**config.mk**
```make
export PLATFORM = sky130hd
export DESIGN_NAME = dcache_plru
export DESIGN_NICKNAME = d
export VERILOG_FILES = /design/src/design/dcache_plru.sv
export SDC_FILE = /design/constraint.sdc
export NUM_CORES = 1
export LEC_CHECK = 0
export BUFFER_PORTS_ARGS = -buffer_cell sky130_fd_sc_hd__buf_4
export CAP_MARGIN = 10
export CELL_PAD_IN_SITES_DETAIL_PLACEMENT = 0
export CELL_PAD_IN_SITES_GLOBAL_PLACEMENT = 1
export CORE_MARGIN = 2
export CORE_UTILIZATION = 35
export DETAILED_ROUTE_END_ITERATION = 12
export PLACE_DENSITY_LB_ADDON = 0.2
export RECOVER_POWER = 100
export SYNTH_ARGS = -nofsm -noshare
export SYNTH_HDL_FRONTEND = slang
export SYNTH_SLANG_ARGS = --single-unit
```
**constraint.sdc**
```tcl
create_clock -name clk -period 4.7 [get_ports clk]
set_input_delay 0.705 -clock clk [delete_from_list [all_inputs] [get_ports clk]]
set_output_delay 0.705 -clock clk [all_outputs]
set_load 0.02 [all_outputs]
```
**src/design/dcache_plru.sv**
```systemverilog
`timescale 1ns/1ns
`default_nettype none

module dcache_plru #(
    parameter int SETS = 16,
    parameter int WAYS = 4,
    localparam int IDX_W = $clog2(SETS),
    localparam int WAY_W = $clog2(WAYS)
) (
    input  logic             clk,
    input  logic             rst,
    input  logic             access_en,
    input  logic [IDX_W-1:0] access_index,
    input  logic [WAY_W-1:0] access_way,
    input  logic [IDX_W-1:0] victim_index,
    output logic [WAY_W-1:0] victim_way
);

    localparam int NODES = WAYS - 1;

    // Heap order, children of n at 2n+1 and 2n+2
    logic [SETS-1:0][NODES-1:0] tree_q;
    logic [NODES-1:0]           tree_next;
    logic [NODES-1:0]           victim_bits;

    assign victim_bits = tree_q[victim_index];

    // Walk from the root, 0 means left
    always_comb begin
        int node;
        node = 0;
        for (int lvl = 0; lvl < WAY_W; lvl++) begin
            victim_way[WAY_W-1-lvl] = victim_bits[node];
            node = 2 * node + 1 + int'(victim_bits[node]);
        end
    end

    // Point each node on the path away from the accessed way
    always_comb begin
        int node;
        node = 0;
        tree_next = tree_q[access_index];
        for (int lvl = 0; lvl < WAY_W; lvl++) begin
            tree_next[node] = ~access_way[WAY_W-1-lvl];
            node = 2 * node + 1 + int'(access_way[WAY_W-1-lvl]);
        end
    end

    always_ff @(posedge clk) begin
        if (rst) begin
            tree_q <= '0;
        end else if (access_en) begin
            tree_q[access_index] <= tree_next;
        end
    end

endmodule

`default_nettype wire

```
==> results.tsv <==
stage	metric	value	unit
status	run status	finished clean	
clocking	Clk Latency, worst-skew pair	300	ps
clocking	TritonCTS Buffers	5	
placed_design	port bufs	14	
yosys	Top FF cell, synth	dfxtp_1	
yosys	Syn Nets	279	
die	Chip Width	89.59	µm
die	Ports	15	
sta	fin crit period	3986	ps
worst_setup_path	CP Data Required Time	3990	ps
placed_design	hpwl dp	4945	µm
clocking	Clock Tree Root	clkbuf_8	
finish	final instance area	2815	µm²
sta	FMAX	0.2509	GHz
global_routing	GRT overflow	0	
die	die footprint	8025	µm²
clocking	hold_buf cts	0	
finish	largest register by flop count	tree_q	
detailed_routing	WL final	6917	µm
global_routing	GRT busiest layer	met1	
finish	share of layout cells above drive strength 1	0.1319	
global_routing	first-pass GRT wire length	10740	µm
worst_setup_path	Critical Path AT	3280	ps
finish	max FFs per register	48	
clocking	CTS tree	yes	
worst_setup_path	Max FO, Critical Path	12	
die	Initial Utilization	0.3573	
run	max_cap viols	0	
detailed_routing	Avg WL per Cell	18.59	µm
global_routing	vias in the first global route	1846	
yosys	Syn Area/Cell	9.638	µm²
power	Leakage	0.0008961	µW
clocking	clk sinks	48	
finish	post-route insts no fill	372	
global_routing	largest net degree at the start of global routing	51	
global_routing	total track usage	0.1828	
sta	Final period util	0.8481	
placed_design	dpl cells	365	
sta	clk_skew	6.579	ps
finish	Nets	286	
yosys	yosys warns	0	
die	# rows	31	
power	pwr dens	302.9	nW/µm²
global_routing	met3 usage	0.04205	
sta	final setup fails	0	
sta	Final Max Slew Viols	0	
yosys	Seq/Total Area, Yosys	0.3748	
sta	TNS Setup	0	ps
yosys	EDFF count, synth	0	
die	DIE HEIGHT	89.59	µm
global_routing	initial antenna violation count	0	
detailed_routing	drt drc	0	
placed_design	Placed Area	2718	µm²
finish	n_diodes	0	
min_path	HP Class	register to register	
placed_design	GP Congestion	0.7960	
clocking	Max H-tree Level	2	
clocking	CTS resizes	0	
worst_setup_path	Crit. End Element	primary output	
sta	Worst-Margin Slew	1033	ps
detailed_routing	Via-to-Cell Ratio	5.476	
detailed_routing	initial drt markers	99	
yosys	synthesized instance count	266	
detailed_routing	DR vias	2037	
yosys	synthesized flop and latch total	48	
finish	commonest non-fill, non-tap cell in the layout	dfxtp_1	
finish	synth-to-layout area growth	9.810	%
yosys	synthesized area	2564	µm²
die	core area	7176	µm²
worst_setup_path	crit start category	primary input	
finish	most frequent cells in the layout	dfxtp_1, inv_1, nand2_1, o32ai_1, nor2_1	
finish	largest registers	tree_q x48	
global_routing	met1 Use GR	0.2769	
clocking	deepest clock path buffer count	2	
sta	worst hold slack	504.5	ps
sta	RSZ-0062 raised after global routing	false	
worst_setup_path	critical path type	primary input to primary output	
clocking	post-CTS setup buffers	0	
global_routing	grt met2 use	0.2660	
sta	Final Hold Fails	0	
detailed_routing	Antenna Nets Post-Route	0	
yosys	async set-reset flop share out of synthesis	0	
sta	Slew HR	0.3110	
detailed_routing	DR pass1 iterations	4	
clocking	Worst-path clk slew	90	ps
yosys	synth unique cells	27	
power	Peak VDD IR	0.1359	mV
finish	final core occ	0.3923	
==> routing by layer <==
| metal | up-vias | part of all wire | wire, µm |
|---|---|---|---|
| met5 | - | 0 | 0 |
| li1 | 999 | - | - |
| met3 | 5 | 0.050 | 346 |
| met2 | 47 | 0.45 | 3143 |
| met1 | 986 | 0.49 | 3379 |
| met4 | 0 | 0.0068 | 47 |
==> final timing paths <==
| check | from | endpoint | slack (ps) | cells after the start |
|---|---|---|---|---|
| setup reg to reg | tree_q[34] | tree_q[13] | 2450 | 5 |
| setup / recovery | victim_index[2] | victim_way[0] | 710 | 6 |
| hold / removal | tree_q[41] | tree_q[41] | 500 | 2 |
| hold reg to reg | tree_q[41] | tree_q[41] | 500 | 2 |
==> logic make-up (layout without fill, tap and decap cells) <==
family                 Yosys count  in the layout  synth area share
AOI/OAI and AO/OA               58             58            0.1894
muxes                           32             32            0.2211
DFF                             48             48            0.3748
and+or+nand+nor                 76             76            0.1240
buffers and inverters           52             59           0.09077
==> cells in the mapped netlist (3+ instances only) <==
cell / instances / share of area
nand2_1: 33 / 0.048
mux2i_1: 12 / 0.047
inv_1: 34 / 0.050
nor3_1: 4 / 0.0078
clkbuf_1: 9 / 0.013
buf_6: 4 / 0.018
buf_2: 3 / 0.0059
nor2_1: 29 / 0.042
a211oi_1: 16 / 0.047
nand2b_1: 4 / 0.0098
mux4_1: 5 / 0.051
o32ai_1: 32 / 0.11
dfxtp_1: 48 / 0.37
mux4_2: 12 / 0.11
==> report_power, final <==
| part | leakage (µW) | switching, µW | total (µW) | internal, µW |
|---|---|---|---|---|
| Sequential | 0.000388 | 3.97 | 417 | 413 |
| Combinational | 0.000444 | 56.7 | 88.9 | 32.2 |
| Clock | 0.0000642 | 138 | 347 | 209 |
==> per-stage QoR <==
step	power (µW)	worst slack, ps
2_1_floorplan	490.2	1580
5_1_grt	885.0	578.3
3_3_place_gp	518.4	1169
3_5_place_dp	518.7	1151
6_report	852.7	714.1
4_1_cts	865.8	1151
==> critical path: stages <==
cell and delay, ps:
clkbuf_1 550, mux4_1 630, mux2i_1 280, mux2_2 360
mux4_1 540, clkbuf_1 200
==> area by class of cell <==
class	count	area, µm²
Fill cell	734	4360
Multi-Input combinational cell	166	1358
Sequential cell	48	960.9
Inverter	34	127.6
Tap cell	99	123.9
Timing Repair Buffer	18	116.4
Clock buffer	5	68.82
Clock inverter	2	60.06
Note: power is estimated with default switching activity, not from simulation.
