`src/design/dcache_pkg.sv`:
```
`default_nettype none

package dcache_pkg;

    // Address geometry
    localparam int ADDR_W     = 32;
    localparam int WORD_W     = 32;

    // Line geometry
    localparam int LINE_WORDS = 4;
    localparam int OFFSET_W   = 4;

    // Word select bits inside a line
    localparam int WSEL_W     = $clog2(LINE_WORDS);

    typedef logic [WORD_W-1:0]   word_t;
    typedef logic [WORD_W/8-1:0] mask_t;
    typedef logic [ADDR_W-1:0]   addr_t;

endpackage

`default_nettype wire

```
`src/design/dcache_way.sv`:
```
`timescale 1ns/1ns
`default_nettype none

module dcache_way
    import dcache_pkg::*;
#(
    parameter int SETS = 16,
    localparam int IDX_W = $clog2(SETS),
    localparam int TAG_W = ADDR_W - OFFSET_W - IDX_W
) (
    input  logic                    clk,
    input  logic                    rst,
    input  logic [IDX_W-1:0]        rd_index,
    input  logic                    wr_en,
    input  logic [IDX_W-1:0]        wr_index,
    input  logic [WSEL_W-1:0]       wr_word_sel,
    input  word_t                   wr_data,
    input  mask_t                   wr_mask,
    input  logic                    set_dirty,
    input  logic                    fill_we,
    input  logic [IDX_W-1:0]        fill_index,
    input  logic [WSEL_W-1:0]       fill_word_sel,
    input  word_t                   fill_data,
    input  logic [TAG_W-1:0]        fill_tag,
    output logic [TAG_W-1:0]        rd_tag,
    output logic                    rd_valid,
    output logic                    rd_dirty,
    output word_t [LINE_WORDS-1:0]  rd_line
);

    logic [TAG_W-1:0]       tag_mem [SETS];
    word_t [LINE_WORDS-1:0] data_mem [SETS];
    logic [SETS-1:0]        valid_q;
    logic [SETS-1:0]        dirty_q;
    logic                   fill_last;

    // Tag goes in with the final refill beat
    assign fill_last = fill_we && (fill_word_sel == WSEL_W'(LINE_WORDS - 1));

    always_ff @(posedge clk) begin
        if (fill_we) begin
            data_mem[fill_index][fill_word_sel] <= fill_data;
        end
        if (fill_last) begin
            tag_mem[fill_index] <= fill_tag;
        end
        if (wr_en) begin
            for (int b = 0; b < WORD_W / 8; b++) begin
                if (wr_mask[b]) begin
                    data_mem[wr_index][wr_word_sel][8*b +: 8] <= wr_data[8*b +: 8];
                end
            end
        end
        rd_tag  <= tag_mem[rd_index];
        rd_line <= data_mem[rd_index];
    end

    always_ff @(posedge clk) begin
        if (rst) begin
            valid_q  <= '0;
            dirty_q  <= '0;
            rd_valid <= 1'b0;
            rd_dirty <= 1'b0;
        end else begin
            if (fill_last) begin
                valid_q[fill_index] <= 1'b1;
                dirty_q[fill_index] <= 1'b0;
            end
            if (wr_en && set_dirty) begin
                dirty_q[wr_index] <= 1'b1;
            end
            rd_valid <= valid_q[rd_index];
            rd_dirty <= dirty_q[rd_index];
        end
    end

    // Refill and store hit are never in flight together
    a_fill_store_excl: assert property (
        @(posedge clk) disable iff (rst) !(fill_we && wr_en)
    );

endmodule

`default_nettype wire

```
`config.mk`:
```
export PLATFORM = sky130hd
export DESIGN_NAME = dcache_way
export DESIGN_NICKNAME = d
export VERILOG_FILES = /design/src/design/dcache_pkg.sv /design/src/design/dcache_way.sv
export SDC_FILE = /design/constraint.sdc
export NUM_CORES = 2
export LEC_CHECK = 0
export BUFFER_PORTS_ARGS = -buffer_cell sky130_fd_sc_hd__buf_2
export CORE_UTILIZATION = 35
export CTS_CLUSTER_DIAMETER = 200
export CTS_CLUSTER_SIZE = 8
export DETAILED_ROUTE_END_ITERATION = 12
export HOLD_SLACK_MARGIN = 0.15
export SLEW_MARGIN = 10
export SYNTH_ARGS = -nofsm -noshare
export SYNTH_HDL_FRONTEND = slang
export SYNTH_SLANG_ARGS = --single-unit
```
`constraint.sdc`:
```
create_clock -name clk -period 3.5 [get_ports clk]
set_clock_uncertainty 0.1 [all_clocks]
set_input_delay 0.875 -clock clk [delete_from_list [all_inputs] [get_ports clk]]
set_output_delay 0.875 -clock clk [all_outputs]
set_load 0.05 [all_outputs]
```
==> summary.md <==
| Metric | Value |
|---|---|
| Synthesized area per cell | `17.0 um^2` |
| Die area | `0.355 mm^2` |
| IO Port Bufs | `266` |
| CP max-delay cell | `nand2_1` |
| Nets | `8011` |
| Power per cell area | `512 mW/mm^2` |
| Maxcap violations | `0` |
| Reg clk slew, reported paths | `50 ps` |
| Post-synthesis cell area | `0.124 mm^2` |
| Pleak | `48.7 nW` |
| Die Span Y | `596 um` |
| Clock share of power | `44.7%` |
| Final GP Congestion | `0.927` |
| Buffer count from post-CTS setup fixing | `0` |
| Worst-path fanout max | `16` |
| HP Class | `input pin to flop` |
| Clk sinks | `2618` |
| Status | `finished clean` |
| Synth Flop Type | `edfxtp_1` |
| Initial DRC count | `8099` |
| Row cnt | `217` |
| Slew @ Worst Pin | `1360 ps` |
| Async SR Flop Fraction | `0%` |
| Final worst slack | `606 ps` |
| Layout cell share with drive strength beyond 1 | `50.0%` |
| Unrepaired setup endpoints after global routing | `false` |
| Worst Path Class, Setup | `input pin to flop` |
| Post-place setup slack | `-70.4 ps` |
| Post-detailed-route count of antenna-violating nets | `0` |
| Fin util | `41.5%` |
| Crit path required time | `3990 ps` |
| Maximum VDD drop | `0.378 mV` |
| Dpl hpwl | `279000 um` |
| Setup TNS | `0 ps` |
| Detailed Routing Iterations Pass 1 | `7` |
| Internal | `56.5 mW` |
| Data arrival, critical path | `3390 ps` |
| Aggregate global-route resource usage | `23.2%` |
| Inst Count DP | `12.1k` |
| WL/cell | `33.0 um` |
| Switching share of power | `24.2%` |
| Synth-to-Final Area Change | `17.7%` |
| Seq pwr share | `46.8%` |
| Final cell count without fillers | `12.8k` |
| Cells after Synth | `7266` |
| CTS tree | `done` |
| Core area | `0.350 mm^2` |
| Worst-skew pair later-pin latency | `980 ps` |
| Vias in the first global route | `75.2k` |
| Via count | `74.1k` |
| Overflow after GRT | `0` |
| CP Cell Sequence | `buf_2 > and3_1 > nand2_1 > o21ai_0 > buf_4` |
| Clock buffer depth | `4` |
| Buf/Inv on CP | `2` |
| Initial core utilization | `35.3%` |
| CP peak stage delay | `860 ps` |
| P_sw | `18.0 mW` |
| Inserted Clock Buffers | `365` |
| First-pass GRT wire length | `586000 um` |
| Via density | `5.80` |
| CTS resizes | `0` |
| Hold Violations, Final | `0` |
| # IOs | `267` |
| Setup violators final | `0` |
| Number of distinct library cells after synthesis | `43` |
| Final min period | `2890 ps` |
| Chip width | `596 um` |
| H-tree depth | `5` |
| Largest delay share family, worst path | `simple AND/OR/NAND/NOR gates` |
| Critical Path End Type | `flop` |
| Slew margin rel. | `9.04%` |
| Syn nets | `7379` |
| Reg2Reg Setup Slack | `1640 ps` |
| Startpoint types | `input pin` |
| Post-synth EDFFs | `2432` |
| Antenna violations before repair | `60` |
| Ys Warns | `0` |
| Residual DRC count | `0` |
| Fmax | `346 MHz` |
| Synth Register Bits | `2618` |
| Final Slew Violations | `0` |
| Drt total wl | `422000 um` |
| CTS root buffer | `clkbuf_16` |
| Comb pwr share | `8.5%` |
| Final worst-path cycle share | `82.7%` |
| Register area share after synthesis | `62.1%` |
| Largest net degree at the start of global routing | `76` |
| CTS Hold Bufs | `24` |
[power by group through the flow]
stage                     clock (mW)  sequential [mW]  combinational [mW]
after floorplan                    0             36.1                3.19
after global placement             0             35.5                6.16
after detailed placement           0             35.5                6.27
after CTS                       33.8             34.9                6.31
after global routing            35.0             34.9                6.60
final                           33.3             34.9                6.34
[cell type report]
class                   count  area, um^2
clock buffers             591       10000
clock inverters            26         437
repair buffers            998        8450
well taps                4599        5750
multi-input cells        3895       43900
diodes                     28        70.1
inverters                  20        75.1
flip-flops and latches   2618       76800
fillers                 31234      205000
[cells in the final DEF (no fill, tap or decap), types with 94 or more instances in the layout]
cell / instances
clkbuf_16: 366
nand2_1: 451
edfxtp_1: 2432
buf_12: 123
mux2_1: 157
o21ai_0: 94
mux2_2: 1891
buf_2: 263
buf_4: 585
a22oi_1: 268
mux4_2: 608
clkbuf_1: 225
dfxtp_1: 186
[per-stage QoR]
stage	hold slack [ps]	power (mW)	area [um^2]
2_1_floorplan	332	39.3	124000
3_3_place_gp	341	41.7	135000
3_5_place_dp	355	41.8	135000
4_1_cts	284	75.0	145000
5_1_grt	345	76.5	145000
6_report	344	74.6	145000
[cell families after synthesis]
| kind of cell | synth area share (%) |
|---|---|
| muxes | 29.8 |
| DFF | 62.1 |
| and+or+nand+nor | 3.18 |
| buffers and inverters | 2.44 |
| AOI/OAI and AO/OA | 2.43 |
[synthesized netlist by cell type (10+ instances only)]
cell type  instances  share of area, %
edfxtp_1        2432                59
mux2_2          1891                17
mux4_2           608                11
clkbuf_1         501               1.5
nand2_1          452               1.4
a22oi_1          268               1.6
dfxtp_1          186               3.0
mux2_1           157               1.4
buf_2            112              0.45
buf_1            106              0.32
o21ai_0          104              0.42
nor2_1            71              0.22
nand2_2           64              0.32
nor2_2            57              0.29
o22ai_1           56              0.28
nor2_4            47              0.43
inv_1             20             0.061
and2_1            19             0.096
a21oi_1           18             0.073
buf_4             14             0.085
mux2i_1           12             0.097
nand2b_1          12             0.061
nor2b_1           10             0.051
[worst paths after layout]
kind	from	depth (start not counted)	to
max reg2reg	data_mem[11][32]	3	rd_line[32]
min reg2reg	valid_q[14]	2	valid_q[14]
min	rst	2	dirty_q[6]
max	fill_word_sel[0]	5	data_mem[9][117]
[per-layer routing]
metal	global-route usage [%]	part of all wire, %	up-vias
met5	0	0.053	-
met4	9.16	4.4	34
met3	5.49	9.0	799
met2	36.9	47	3665
met1	30.5	40	39453
li1	-	-	30162
[flip-flops by register name, summed over array words and instances (netlist names)]
signal and cells:
tag_mem 384, rd_valid 1, valid_q 16, dirty_q 16, rd_tag 24, rd_line 128, rd_dirty 1, data_mem 2048
Power figures use the tool's default switching activity.
