## src/design/dcache_pkg.sv

```systemverilog
`default_nettype none

package dcache_pkg;

    // Address geometry
    localparam int ADDR_W     = 32;
    localparam int WORD_W     = 32;

    // Line geometry
    localparam int LINE_WORDS = 4;
    localparam int OFFSET_W   = 4;

    // Word select bits inside a line
    localparam int WSEL_W     = $clog2(LINE_WORDS);

    typedef logic [WORD_W-1:0]   word_t;
    typedef logic [WORD_W/8-1:0] mask_t;
    typedef logic [ADDR_W-1:0]   addr_t;

endpackage

`default_nettype wire

```

## src/design/dcache_miss.sv

```systemverilog
`timescale 1ns/1ns
`default_nettype none

module dcache_miss
    import dcache_pkg::*;
#(
    parameter int SETS = 16,
    parameter int WAYS = 4,
    localparam int IDX_W = $clog2(SETS),
    localparam int WAY_W = $clog2(WAYS),
    localparam int TAG_W = ADDR_W - OFFSET_W - IDX_W
) (
    input  logic              clk,
    input  logic              rst,
    input  logic              miss_start,
    input  addr_t             miss_addr,
    input  logic [WAY_W-1:0]  victim_way,
    input  logic              victim_dirty,
    input  logic [TAG_W-1:0]  victim_tag,
    input  logic              mem_rd_valid,
    input  word_t             mem_rd_data,
    input  logic              wb_finished,
    output logic              wb_start,
    output addr_t             wb_addr,
    output logic              mem_rd_req,
    output addr_t             mem_rd_addr,
    output logic [WAYS-1:0]   fill_we,
    output logic [IDX_W-1:0]  fill_index,
    output logic [WSEL_W-1:0] fill_word_sel,
    output word_t             fill_data,
    output logic [TAG_W-1:0]  fill_tag,
    output logic              miss_done
);

    typedef enum logic [2:0] {
        S_IDLE,
        S_WB,
        S_REQ,
        S_FILL,
        S_DONE
    } state_t;

    state_t                     state;
    logic [ADDR_W-OFFSET_W-1:0] line_q;
    logic [WAY_W-1:0]           way_q;
    logic [WSEL_W-1:0]          beat;
    logic                       accept;

    assign accept = (state == S_IDLE) && miss_start;

    always_ff @(posedge clk) begin
        if (rst) begin
            state <= S_IDLE;
            beat  <= '0;
        end else begin
            case (state)
                S_IDLE: begin
                    if (miss_start) begin
                        state <= victim_dirty ? S_WB : S_REQ;
                    end
                end
                S_WB: begin
                    if (wb_finished) begin
                        state <= S_REQ;
                    end
                end
                S_REQ: begin
                    state <= S_FILL;
                    beat  <= '0;
                end
                S_FILL: begin
                    if (mem_rd_valid) begin
                        beat <= beat + 1'b1;
                        if (beat == WSEL_W'(LINE_WORDS - 1)) begin
                            state <= S_DONE;
                        end
                    end
                end
                default: state <= S_IDLE;
            endcase
        end
    end

    always_ff @(posedge clk) begin
        if (accept) begin
            line_q <= miss_addr[ADDR_W-1:OFFSET_W];
            way_q  <= victim_way;
        end
    end

    // Victim line is still on the way outputs in the accept cycle
    assign wb_start = accept && victim_dirty;
    assign wb_addr  = {victim_tag, miss_addr[OFFSET_W +: IDX_W], {OFFSET_W{1'b0}}};

    assign mem_rd_req  = (state == S_REQ);
    assign mem_rd_addr = {line_q, {OFFSET_W{1'b0}}};

    always_comb begin
        fill_we        = '0;
        fill_we[way_q] = (state == S_FILL) && mem_rd_valid;
    end

    assign fill_index    = line_q[IDX_W-1:0];
    assign fill_tag      = line_q[IDX_W +: TAG_W];
    assign fill_word_sel = beat;
    assign fill_data     = mem_rd_data;
    assign miss_done     = (state == S_DONE);

    a_rd_only_in_fill: assert property (
        @(posedge clk) disable iff (rst) mem_rd_valid |-> state == S_FILL
    );

endmodule

`default_nettype wire

```

## config.mk

```make
export PLATFORM = sky130hd
export DESIGN_NAME = dcache_miss
export DESIGN_NICKNAME = d
export VERILOG_FILES = /design/src/design/dcache_pkg.sv /design/src/design/dcache_miss.sv
export SDC_FILE = /design/constraint.sdc
export NUM_CORES = 1
export LEC_CHECK = 0
export BUFFER_PORTS_ARGS = -buffer_cell sky130_fd_sc_hd__buf_2
export CAP_MARGIN = 10
export CORE_AREA = 2 2 89 91
export DETAILED_ROUTE_END_ITERATION = 8
export DIE_AREA = 0 0 91 93
export HOLD_SLACK_MARGIN = 0.1
export PLACE_DENSITY = 0.66
export SLEW_MARGIN = 20
export SYNTH_ARGS = -nofsm -noshare
export SYNTH_HDL_FRONTEND = slang
export SYNTH_SLANG_ARGS = --single-unit
```

## constraint.sdc

```tcl
create_clock -name clk -period 4.85 [get_ports clk]
set_input_delay 0.7275 -clock clk [delete_from_list [all_inputs] [get_ports clk]]
set_output_delay 0.7275 -clock clk [all_outputs]
set_load 0.01 [all_outputs]
```

==> flow_metrics.env, run 1 <==
export IMPL_routed_length_per_placed_instance_um=12.89
export IMPL_postCtsSetupRepairBufs=0
export IMPL_die_height_um=93
export IMPL_grt_antenna_before_repair=1
export IMPL_synthAdderAreaFrac=0.006234
export IMPL_layout_min_cycle_time_ns=2.272
export IMPL_synthMuxAreaShare=0
export IMPL_timing_critical_path_slowest_cell_delay_ns=0.60
export IMPL_share_comb_of_total_power=0.159
export IMPL_vias_in_the_first_global_route=983
export IMPL_synthXorXnorAreaFrac=0
export IMPL_crit_share_post_route=0.4685
export IMPL_syn_to_final_growth_pct=1.683
export IMPL_top_count_cell_post_synth="buf_4"
export IMPL_synth_simple_gate_area_frac=0.09040
export IMPL_die_area_sq_um=8463
export IMPL_routabilityCongestion=0.6790
export IMPL_combinational_family_with_the_most_area_after_synthesis="buffers and inverters"
export IMPL_synth_compound_gate_area_share=0.02618
export IMPL_path_buf_inv=1
export IMPL_mappedNetlistArea_sq_um=2007
export IMPL_routed_wirelength_um=3828
export IMPL_initialDrtViolationCount=34
export IMPL_core_area_sq_um=7527
export IMPL_post_synth_top_area_fraction=0.4489
export IMPL_switchingPower_w=0.0001945
export IMPL_clk_insertion_delay_late_ns=0.29
export IMPL_setup_viol=0
export IMPL_placement_rows=32
export IMPL_critPathRequiredTime_ns=4.12
export IMPL_grt_setup_unrepaired="no"
export IMPL_cpMaxStageDelayCell="dfxtp_1"
export IMPL_final_nets=290
export IMPL_synth_register_bits=35
export IMPL_placedCellCount=288
export IMPL_startpoint_type="register"
export IMPL_timing_rr_start="state[0]"
export IMPL_worstSetupPathDepth=4
export IMPL_clock_fmax_mhz=440.1
export IMPL_worstReg2RegEnd="line_q[23]"
export IMPL_synthesized_instance_count=173
export IMPL_drc=0
export IMPL_cell_taking_the_most_area_after_synthesis="edfxtp_1"
export IMPL_timing_reg2reg_worst_path_depth=2
export IMPL_average_cell_area_after_synthesis_sq_um=11.60
export IMPL_timing_critical_path_to_type="output pin"
export IMPL_criticalPathCategory="reg -> out"
export IMPL_design_portCount=229
export IMPL_setup_reg_to_reg_worst_slack_ns=3.29
export IMPL_cts_resized=0
export IMPL_instance_count_along_the_most_critical_hold_path=2
export IMPL_post_synth_main_area_contributors="edfxtp_1, buf_4, dfxtp_1"
export IMPL_num_vias=1146
export IMPL_placed_area_sq_um=1949
export IMPL_finalHoldViolations=0
export IMPL_synth_seq_area_share=0.4988
export IMPL_hold_path_startpoint="fill_word_sel[1]"
export IMPL_worst_ir_drop_vdd_uv=91.17
export IMPL_hold_path_class="reg -> reg"
export IMPL_via_density_per_instance=3.859
export IMPL_finalCoreUtilization=0.2711
export IMPL_grt_first_pass_wirelength_um=5354
export IMPL_run_status="finished, final reports clean"
export IMPL_p_leak_nw=0.9131
export IMPL_hold_path_end="fill_word_sel[1]"
export IMPL_grt_overflow_total=0
export IMPL_firstDrtPassIters=3
export IMPL_timing_max_cap_violations=0
export IMPL_clkSlewWorstSetupHoldPaths_ns=0.08
export IMPL_start_util=0.2666
export IMPL_cts_tree="yes"
export IMPL_synth_lib_cells_used_distinct=31
export IMPL_hold_buffers=0
export IMPL_numPortBuffers=104
export IMPL_grt_start_max_net_pins=31
export IMPL_cts_root_to_sink_buffers=2
export IMPL_cp_data_arrival_time_ns=1.54
export IMPL_power_frac_clock=0.304
export IMPL_yosys_most_used_dff="edfxtp_1"
export IMPL_dp_hpwl_um=2943
export IMPL_power_density_cell_area_nw_per_um2=342.9
export IMPL_worstPathCellList="and4b_4 -> nand2_1 -> nor2_1 -> buf_2"
export IMPL_antenna_left=0
export IMPL_critical_path_top_delay_family="flip-flops"
export IMPL_total_count_of_max_transition_violations_in_the_final_report=0
export IMPL_share_seq_of_total_power=0.537
export IMPL_cts_buffers=5
export IMPL_synthesis_yosys_warnings=0
export IMPL_layout_drive_gt1_share=0.6082
export IMPL_tritoncts_num_sinks=35
export IMPL_totalNegativeSetupSlack_ns=0
export IMPL_clock_tree_htree_level_count=2
export IMPL_asyncSetResetFlopFracSynth=0
export IMPL_grt_use_total=0.08292
export IMPL_synth_edff_count=30
export IMPL_intPower_w=0.0005052
export IMPL_die_width_um=91
export IMPL_clock_tree_root_cell="clkbuf_8"
export IMPL_postLayoutCellArea_sq_um=2041
export IMPL_finalNonFillerCells=297
export IMPL_final_setup_skew_ns=0.003476
export IMPL_crit_fanout=13
export IMPL_power_share_switching=0.2780
export IMPL_synth_commonest_cells="buf_4, edfxtp_1, dfxtp_1, nor2_1"
[registers in the layout, summed over array words and instances, names as in the netlist]
register       count
state              3
fill_word_sel      2
way_q              2
line_q            28
[logic make-up after synthesis]
| family | after synthesis |
|---|---|
| simple gates | 28 |
| other cells | 1 |
| flops | 35 |
| compound gates | 7 |
| fa+ha+maj | 1 |
| buf+inv | 101 |
[tightest hold or removal path, cell delays in order, from the launching register on]
cell	delay (ns)
dfxtp_1	0.34
o21ai_0	0.08
a21oi_1	0.06
[power groups by stage]
stage | Combinational (W) | Sequential [W] | Clock, W
final | 0.000111 | 0.000376 | 0.000213
after global routing | 0.000122 | 0.000380 | 0.000240
after CTS | 0.000113 | 0.000376 | 0.000231
after detailed placement | 0.000113 | 0.000383 | 0
after global placement | 0.000113 | 0.000381 | 0
after floorplan | 0.000126 | 0.000388 | 0
[cell usage in the layout (no fill, tap or decap), types with 2 or more instances in the layout]
cell type	count
and3_1	2
clkbuf_8	5
nand3_1	2
nor2_1	5
dfxtp_1	5
and4b_1	2
edfxtp_1	30
nor2b_1	2
clkinvlp_4	2
o21ai_0	2
buf_2	104
nand2_1	2
nand2b_1	2
nor3_1	2
conb_1	8
inv_1	2
[through the flow]
stage / power [W] / hold WS, ns / setup WS (ns)
floorplan: 0.0005139 / 0.5158 / 1.322
CTS: 0.0007207 / 0.5151 / 2.540
detailed placement: 0.0004964 / 0.4989 / 2.662
finish: 0.0006997 / 0.5155 / 2.578
global route: 0.0007425 / 0.5332 / 2.447
global placement: 0.0004941 / 0.4935 / 2.693
[how the worst max path moves through the flow]
stage	start	slack [ns]	to
2_1_floorplan	miss_start	1.32	wb_start
3_3_place_gp	mem_rd_valid	2.69	fill_we[0]
3_5_place_dp	mem_rd_valid	2.66	fill_we[1]
4_1_cts	state[0]	2.54	fill_we[1]
5_1_grt	state[0]	2.45	fill_we[1]
6_report	state[0]	2.58	fill_we[1]
[layer usage]
metal  part of all wire  track usage
met5                  0            0
met4              0.052      0.05429
met3               0.12      0.04512
met2               0.47       0.1216
met1               0.35      0.09299
[area by class of cell]
type                       count  area (sq um)
clock buffer                   5         68.82
sequential                    35          1001
clock inverter                 3         20.02
inverter                       2         7.507
multi-input combinational     44         285.3
tap                          102         127.6
antenna                        1         2.502
timing repair buffer         105         528.0
fill                         829          5487
(Power assumes the default switching activity.)
==> run 2: changes to the inputs <==
--- a/config.mk
+++ b/config.mk
@@ -11,7 +11,7 @@
 export DETAILED_ROUTE_END_ITERATION = 8
 export DIE_AREA = 0 0 91 93
 export HOLD_SLACK_MARGIN = 0.1
-export PLACE_DENSITY = 0.66
+export PLACE_DENSITY = 0.69
 export SLEW_MARGIN = 20
 export SYNTH_ARGS = -nofsm -noshare
 export SYNTH_HDL_FRONTEND = slang
==> constraint.sdc (replaced) <==
create_clock -name clk -period 1.8 [get_ports clk]
set_input_delay 0.27 -clock clk [delete_from_list [all_inputs] [get_ports clk]]
set_output_delay 0.27 -clock clk [all_outputs]
set_load 0.01 [all_outputs]
==> flow_metrics.env, run 2 (synthesis results as in run 1) <==
export IMPL_layout_cells_most_common="buf_2"
export IMPL_fin_total_pwr_w=0.001873
export IMPL_finalNonFillerCells=300
export IMPL_worstReg2RegEnd="line_q[27]"
export IMPL_tritoncts_num_sinks=35
export IMPL_largest_register_ffs=28
export IMPL_clock_fmax_mhz=581.1
export IMPL_cts_buffers=5
export IMPL_placement_rows=32
export IMPL_die_width_um=91
export IMPL_timing_critical_path_slowest_cell_delay_ns=0.54
export IMPL_run_status="finished, final reports clean"
export IMPL_grt_first_pass_wirelength_um=5616
export IMPL_cts_root_to_sink_buffers=2
export IMPL_clkSlewWorstSetupHoldPaths_ns=0.07
export IMPL_die_height_um=93
export IMPL_design_portCount=229
export IMPL_postCtsSetupRepairBufs=0
export IMPL_most_common_layout_cells="buf_2, edfxtp_1, conb_1"
export IMPL_num_vias=1126
export IMPL_finalHoldViolations=0
export IMPL_hold_buffers=0
export IMPL_die_area_sq_um=8463
export IMPL_path_buf_inv=1
export IMPL_grt_setup_unrepaired="no"
export IMPL_vias_in_the_first_global_route=1043
export IMPL_critical_path_top_delay_family="flip-flops"
export IMPL_post_place_ws_ns=0.3091
export IMPL_totalNegativeSetupSlack_ns=0
export IMPL_clk_insertion_delay_late_ns=0.28
export IMPL_worstPathCellList="and4b_4 -> nor3b_2 -> buf_2"
export IMPL_setup_viol=0
export IMPL_hold_path_class="in -> reg"
export IMPL_numPortBuffers=104
export IMPL_setup_reg_to_reg_worst_slack_ns=0.39
export IMPL_routed_length_per_placed_instance_um=13.06
export IMPL_n_fill_cell=810
export IMPL_smallest_setup_slack_after_layout_ns=0.07913
export IMPL_sequential_cell_area_sq_um=1003
export IMPL_drc=0
export IMPL_routed_wirelength_um=3919
export IMPL_grt_start_max_net_pins=21
export IMPL_antenna_left=0
export IMPL_crit_share_post_route=0.9560
export IMPL_cts_tree="yes"
export IMPL_critPathRequiredTime_ns=1.53
export IMPL_total_count_of_max_transition_violations_in_the_final_report=0
export IMPL_p_leak_nw=0.9196
export IMPL_timing_critical_path_to_type="output pin"
export IMPL_clock_tree_root_cell="clkbuf_8"
export IMPL_multiInputGateArea_sq_um=285.3
export IMPL_cp_data_arrival_time_ns=1.45
export IMPL_power_density_cell_area_nw_per_um2=912.8
export IMPL_final_nets=291
export IMPL_hold_path_end="line_q[10]"
export IMPL_criticalPathCategory="reg -> out"
export IMPL_final_setup_skew_ns=0.003602
export IMPL_grt_antenna_before_repair=3
export IMPL_hold_path_startpoint="miss_addr[14]"
export IMPL_grt_use_total=0.08724
export IMPL_routabilityCongestion=0.6404
export IMPL_initialDrtViolationCount=34
export IMPL_core_area_sq_um=7527
export IMPL_worst_ir_drop_vdd_uv=276.2
export IMPL_grt_overflow_total=0
export IMPL_clock_tree_htree_level_count=2
export IMPL_dp_hpwl_um=3136
export IMPL_crit_fanout=10
export IMPL_cpMaxStageDelayCell="dfxtp_1"
export IMPL_timing_max_cap_violations=0
export IMPL_start_util=0.2666
export IMPL_placedCellCount=289
export IMPL_timing_reg2reg_worst_path_depth=2
export IMPL_via_density_per_instance=3.753
export IMPL_instance_count_along_the_most_critical_hold_path=1
export IMPL_firstDrtPassIters=4
export IMPL_layout_drive_gt1_share=0.6154
export IMPL_startpoint_type="register"
export IMPL_regMostFlops="line_q"
export IMPL_largest_registers="line_q (28), state (3)"
export IMPL_timing_rr_start="state[1]"
export IMPL_syn_to_final_growth_pct=2.244
export IMPL_layout_min_cycle_time_ns=1.721
## run 2: area by class of cell
cell class,instances,share of cell area
Inverter,2,0.003659
Tap cell,102,0.06219
Clock buffer,6,0.03537
Sequential cell,35,0.4890
Multi-Input combinational cell,44,0.1390
Timing Repair Buffer,106,0.2610
Clock inverter,2,0.006098
Antenna cell,3,0.003659
## run 2: layer usage
metal  wire length (um)  GRT usage  vias to the layer above  part of all wire
met5                  0          0                        -                 0
met4                 74    0.05808                        0             0.019
met3                559    0.05479                       16              0.14
met2               1959     0.1296                       91              0.50
met1               1326    0.09146                      495              0.34
li1                   -          -                      524                 -
## run 2: worst max-delay path by stage
stage	start	to	slack (ns)	depth (start not counted)
global route	state[1]	fill_we[0]	0.009	3
finish	state[1]	fill_we[0]	0.08	3
floorplan	state[1]	wb_start	-0.30	3
detailed placement	state[0]	fill_we[0]	0.31	3
CTS	state[2]	fill_we[3]	0.05	3
global placement	state[0]	fill_we[0]	0.35	3
## run 2: stage by stage
stage / instance area (sq um) / utilization / hold slack (ns)
global placement: 1957 / 0.2600 / 0.4462
detailed placement: 1957 / 0.2600 / 0.4483
global route: 2047 / 0.2719 / 0.1409
finish: 2052 / 0.2726 / 0.1595
floorplan: 2044 / - / 0.3379
CTS: 2043 / 0.2714 / 0.1433
## run 2: worst register-to-register path, stage by stage (launching register included)
cell and delay (ns):
dfxtp_1 0.42, nor4_4 0.33, buf_4 0.33
## run 2: power by group
group | internal (W) | switching [W] | total (W)
clock network | 0.000270 | 0.000284 | 0.000555
logic | 0.000131 | 0.000176 | 0.000307
registers | 0.000965 | 0.0000467 | 0.00101
total | 0.00137 | 0.000507 | 0.00187
## run 2: timing repair
action / 4_1_cts / 5_1_grt
setup endpoints to repair: 2 / 1
pin swaps: 0 / 0
gates resized for setup: 1 / 1
==> run 3: changes to the inputs <==
==> constraint.sdc (replaced) <==
create_clock -name clk -period 1.44 [get_ports clk]
set_input_delay 0.216 -clock clk [delete_from_list [all_inputs] [get_ports clk]]
set_output_delay 0.216 -clock clk [all_outputs]
set_load 0.01 [all_outputs]
==> flow_metrics.env, run 3 (synthesis results as in run 1) <==
export IMPL_clock_tree_root_cell="clkbuf_8"
export IMPL_critPathRequiredTime_ns=1.22
export IMPL_die_area_sq_um=8463
export IMPL_numPortBuffers=104
export IMPL_worst_hold_slack_ns=0.1149
export IMPL_clock_fmax_mhz=670.4
export IMPL_placement_rows=32
export IMPL_total_count_of_max_transition_violations_in_the_final_report=0
export IMPL_die_height_um=93
export IMPL_cts_tree="yes"
export IMPL_totalNegativeSetupSlack_ns=-0.1288
export IMPL_power_density_cell_area_nw_per_um2=1075
export IMPL_grt_first_pass_wirelength_um=5554
export IMPL_cp_data_arrival_time_ns=1.28
export IMPL_crit_share_post_route=1.036
export IMPL_routed_length_per_placed_instance_um=13.13
export IMPL_via_density_per_instance=3.800
export IMPL_most_common_layout_cells="buf_2, edfxtp_1, conb_1"
export IMPL_worst_ir_drop_vdd_uv=365.3
export IMPL_timing_max_cap_violations=0
export IMPL_clk_insertion_delay_late_ns=0.27
export IMPL_tritoncts_num_sinks=35
export IMPL_final_setup_skew_ns=0.002223
export IMPL_run_status="finished, violations left"
export IMPL_layout_cells_most_common="buf_2"
export IMPL_regMostFlops="line_q"
export IMPL_criticalPathCategory="reg -> out"
export IMPL_clkSlewWorstSetupHoldPaths_ns=0.07
export IMPL_initialDrtViolationCount=19
export IMPL_finalCoreUtilization=0.2874
export IMPL_cts_buffers=5
export IMPL_core_area_sq_um=7527
export IMPL_violated_checks="negative setup slack"
export IMPL_syn_to_final_growth_pct=7.793
export IMPL_grt_setup_unrepaired="yes"
export IMPL_layout_drive_gt1_share=0.6244
export IMPL_crit_fanout=5
export IMPL_finalHoldViolations=0
export IMPL_num_vias=1178
export IMPL_routed_wirelength_um=4071
export IMPL_setup_viol=4
export IMPL_routabilityCongestion=0.6957
export IMPL_clock_tree_htree_level_count=2
export IMPL_drc=0
export IMPL_p_leak_nw=0.9766
export IMPL_grt_overflow_total=0
export IMPL_dp_hpwl_um=3222
export IMPL_firstDrtPassIters=4
export IMPL_die_width_um=91
export IMPL_vias_in_the_first_global_route=1075
export IMPL_largest_register_ffs=28
export IMPL_hold_path_class="in -> reg"
export IMPL_grt_start_max_net_pins=21
export IMPL_cts_root_to_sink_buffers=2
export IMPL_grt_antenna_before_repair=3
export IMPL_smallest_setup_slack_after_layout_ns=-0.05166
export IMPL_post_place_ws_ns=0.06584
export IMPL_design_portCount=229
export IMPL_largest_registers="line_q (28), state (3)"
export IMPL_n_fill_cell=817
export IMPL_start_util=0.2666
export IMPL_timing_critical_path_to_type="output pin"
export IMPL_final_nets=302
export IMPL_layout_min_cycle_time_ns=1.492
export IMPL_startpoint_type="register"
export IMPL_antenna_left=0
export IMPL_grt_use_total=0.08646
run 3: critical path, cell delays in order (launching register included):
cell	delay (ns)
dfxtp_2	0.34
and4b_4	0.36
nand2_2	0.07
nor2_2	0.11
buf_2	0.13
run 3: repair_timing:
item	in CTS	in global routing
setup buffers	1	1
hold buffers	1	5
resized for setup	3	5
setup endpoints to repair	6	6
cloned	0	0
pin swaps	1	2
endpoints found under the hold margin	1	5
run 3: path summary, 6_finish.rpt:
check	startpoint	endpoint	slack, ns	depth (start not counted)
worst max-delay path	state[2]	fill_we[2]	-0.05	4
worst min-delay path	miss_addr[31]	line_q[27]	0.11	1
worst max register to register	state[1]	line_q[27]	0.13	2
worst min register to register	fill_word_sel[1]	fill_word_sel[1]	0.52	2
run 3: final cells by class:
| class | instances | area, sq um | area share |
|---|---|---|---|
| Sequential cell | 35 | 1006 | 0.4650 |
| Multi-Input combinational cell | 44 | 300.3 | 0.1388 |
| Tap cell | 102 | 127.6 | 0.05899 |
| Timing Repair Buffer | 117 | 636.9 | 0.2944 |
| Inverter | 2 | 7.507 | 0.003470 |
| Clock inverter | 2 | 8.758 | 0.004049 |
| Antenna cell | 3 | 7.507 | 0.003470 |
| Clock buffer | 5 | 68.82 | 0.03181 |
run 3: through the flow:
step,instances,area [sq um],power [W]
floorplan,180,2044,0.001735
global placement,292,1979,0.001677
detailed placement,292,1979,0.001689
CTS,301,2081,0.002356
global route,308,2158,0.002448
finish,310,2163,0.002326
run 3: metal layers:
layer  routed length [um]  global-route usage  part of all wire  vias to the layer above
li1                     -                   -                 -                      544
met1                 1418             0.08561              0.35                      523
met2                 1982              0.1352              0.49                       90
met3                  574             0.06044              0.14                       21
met4                   96             0.04672             0.024                        0
met5                    0                   0                 0                        -
run 3: where the power goes:
group / internal, W / total (W) / switching [W]
combinational: 0.000188 / 0.000428 / 0.000240
sequential: 0.00121 / 0.00125 / 0.0000473
clock: 0.000321 / 0.000643 / 0.000322
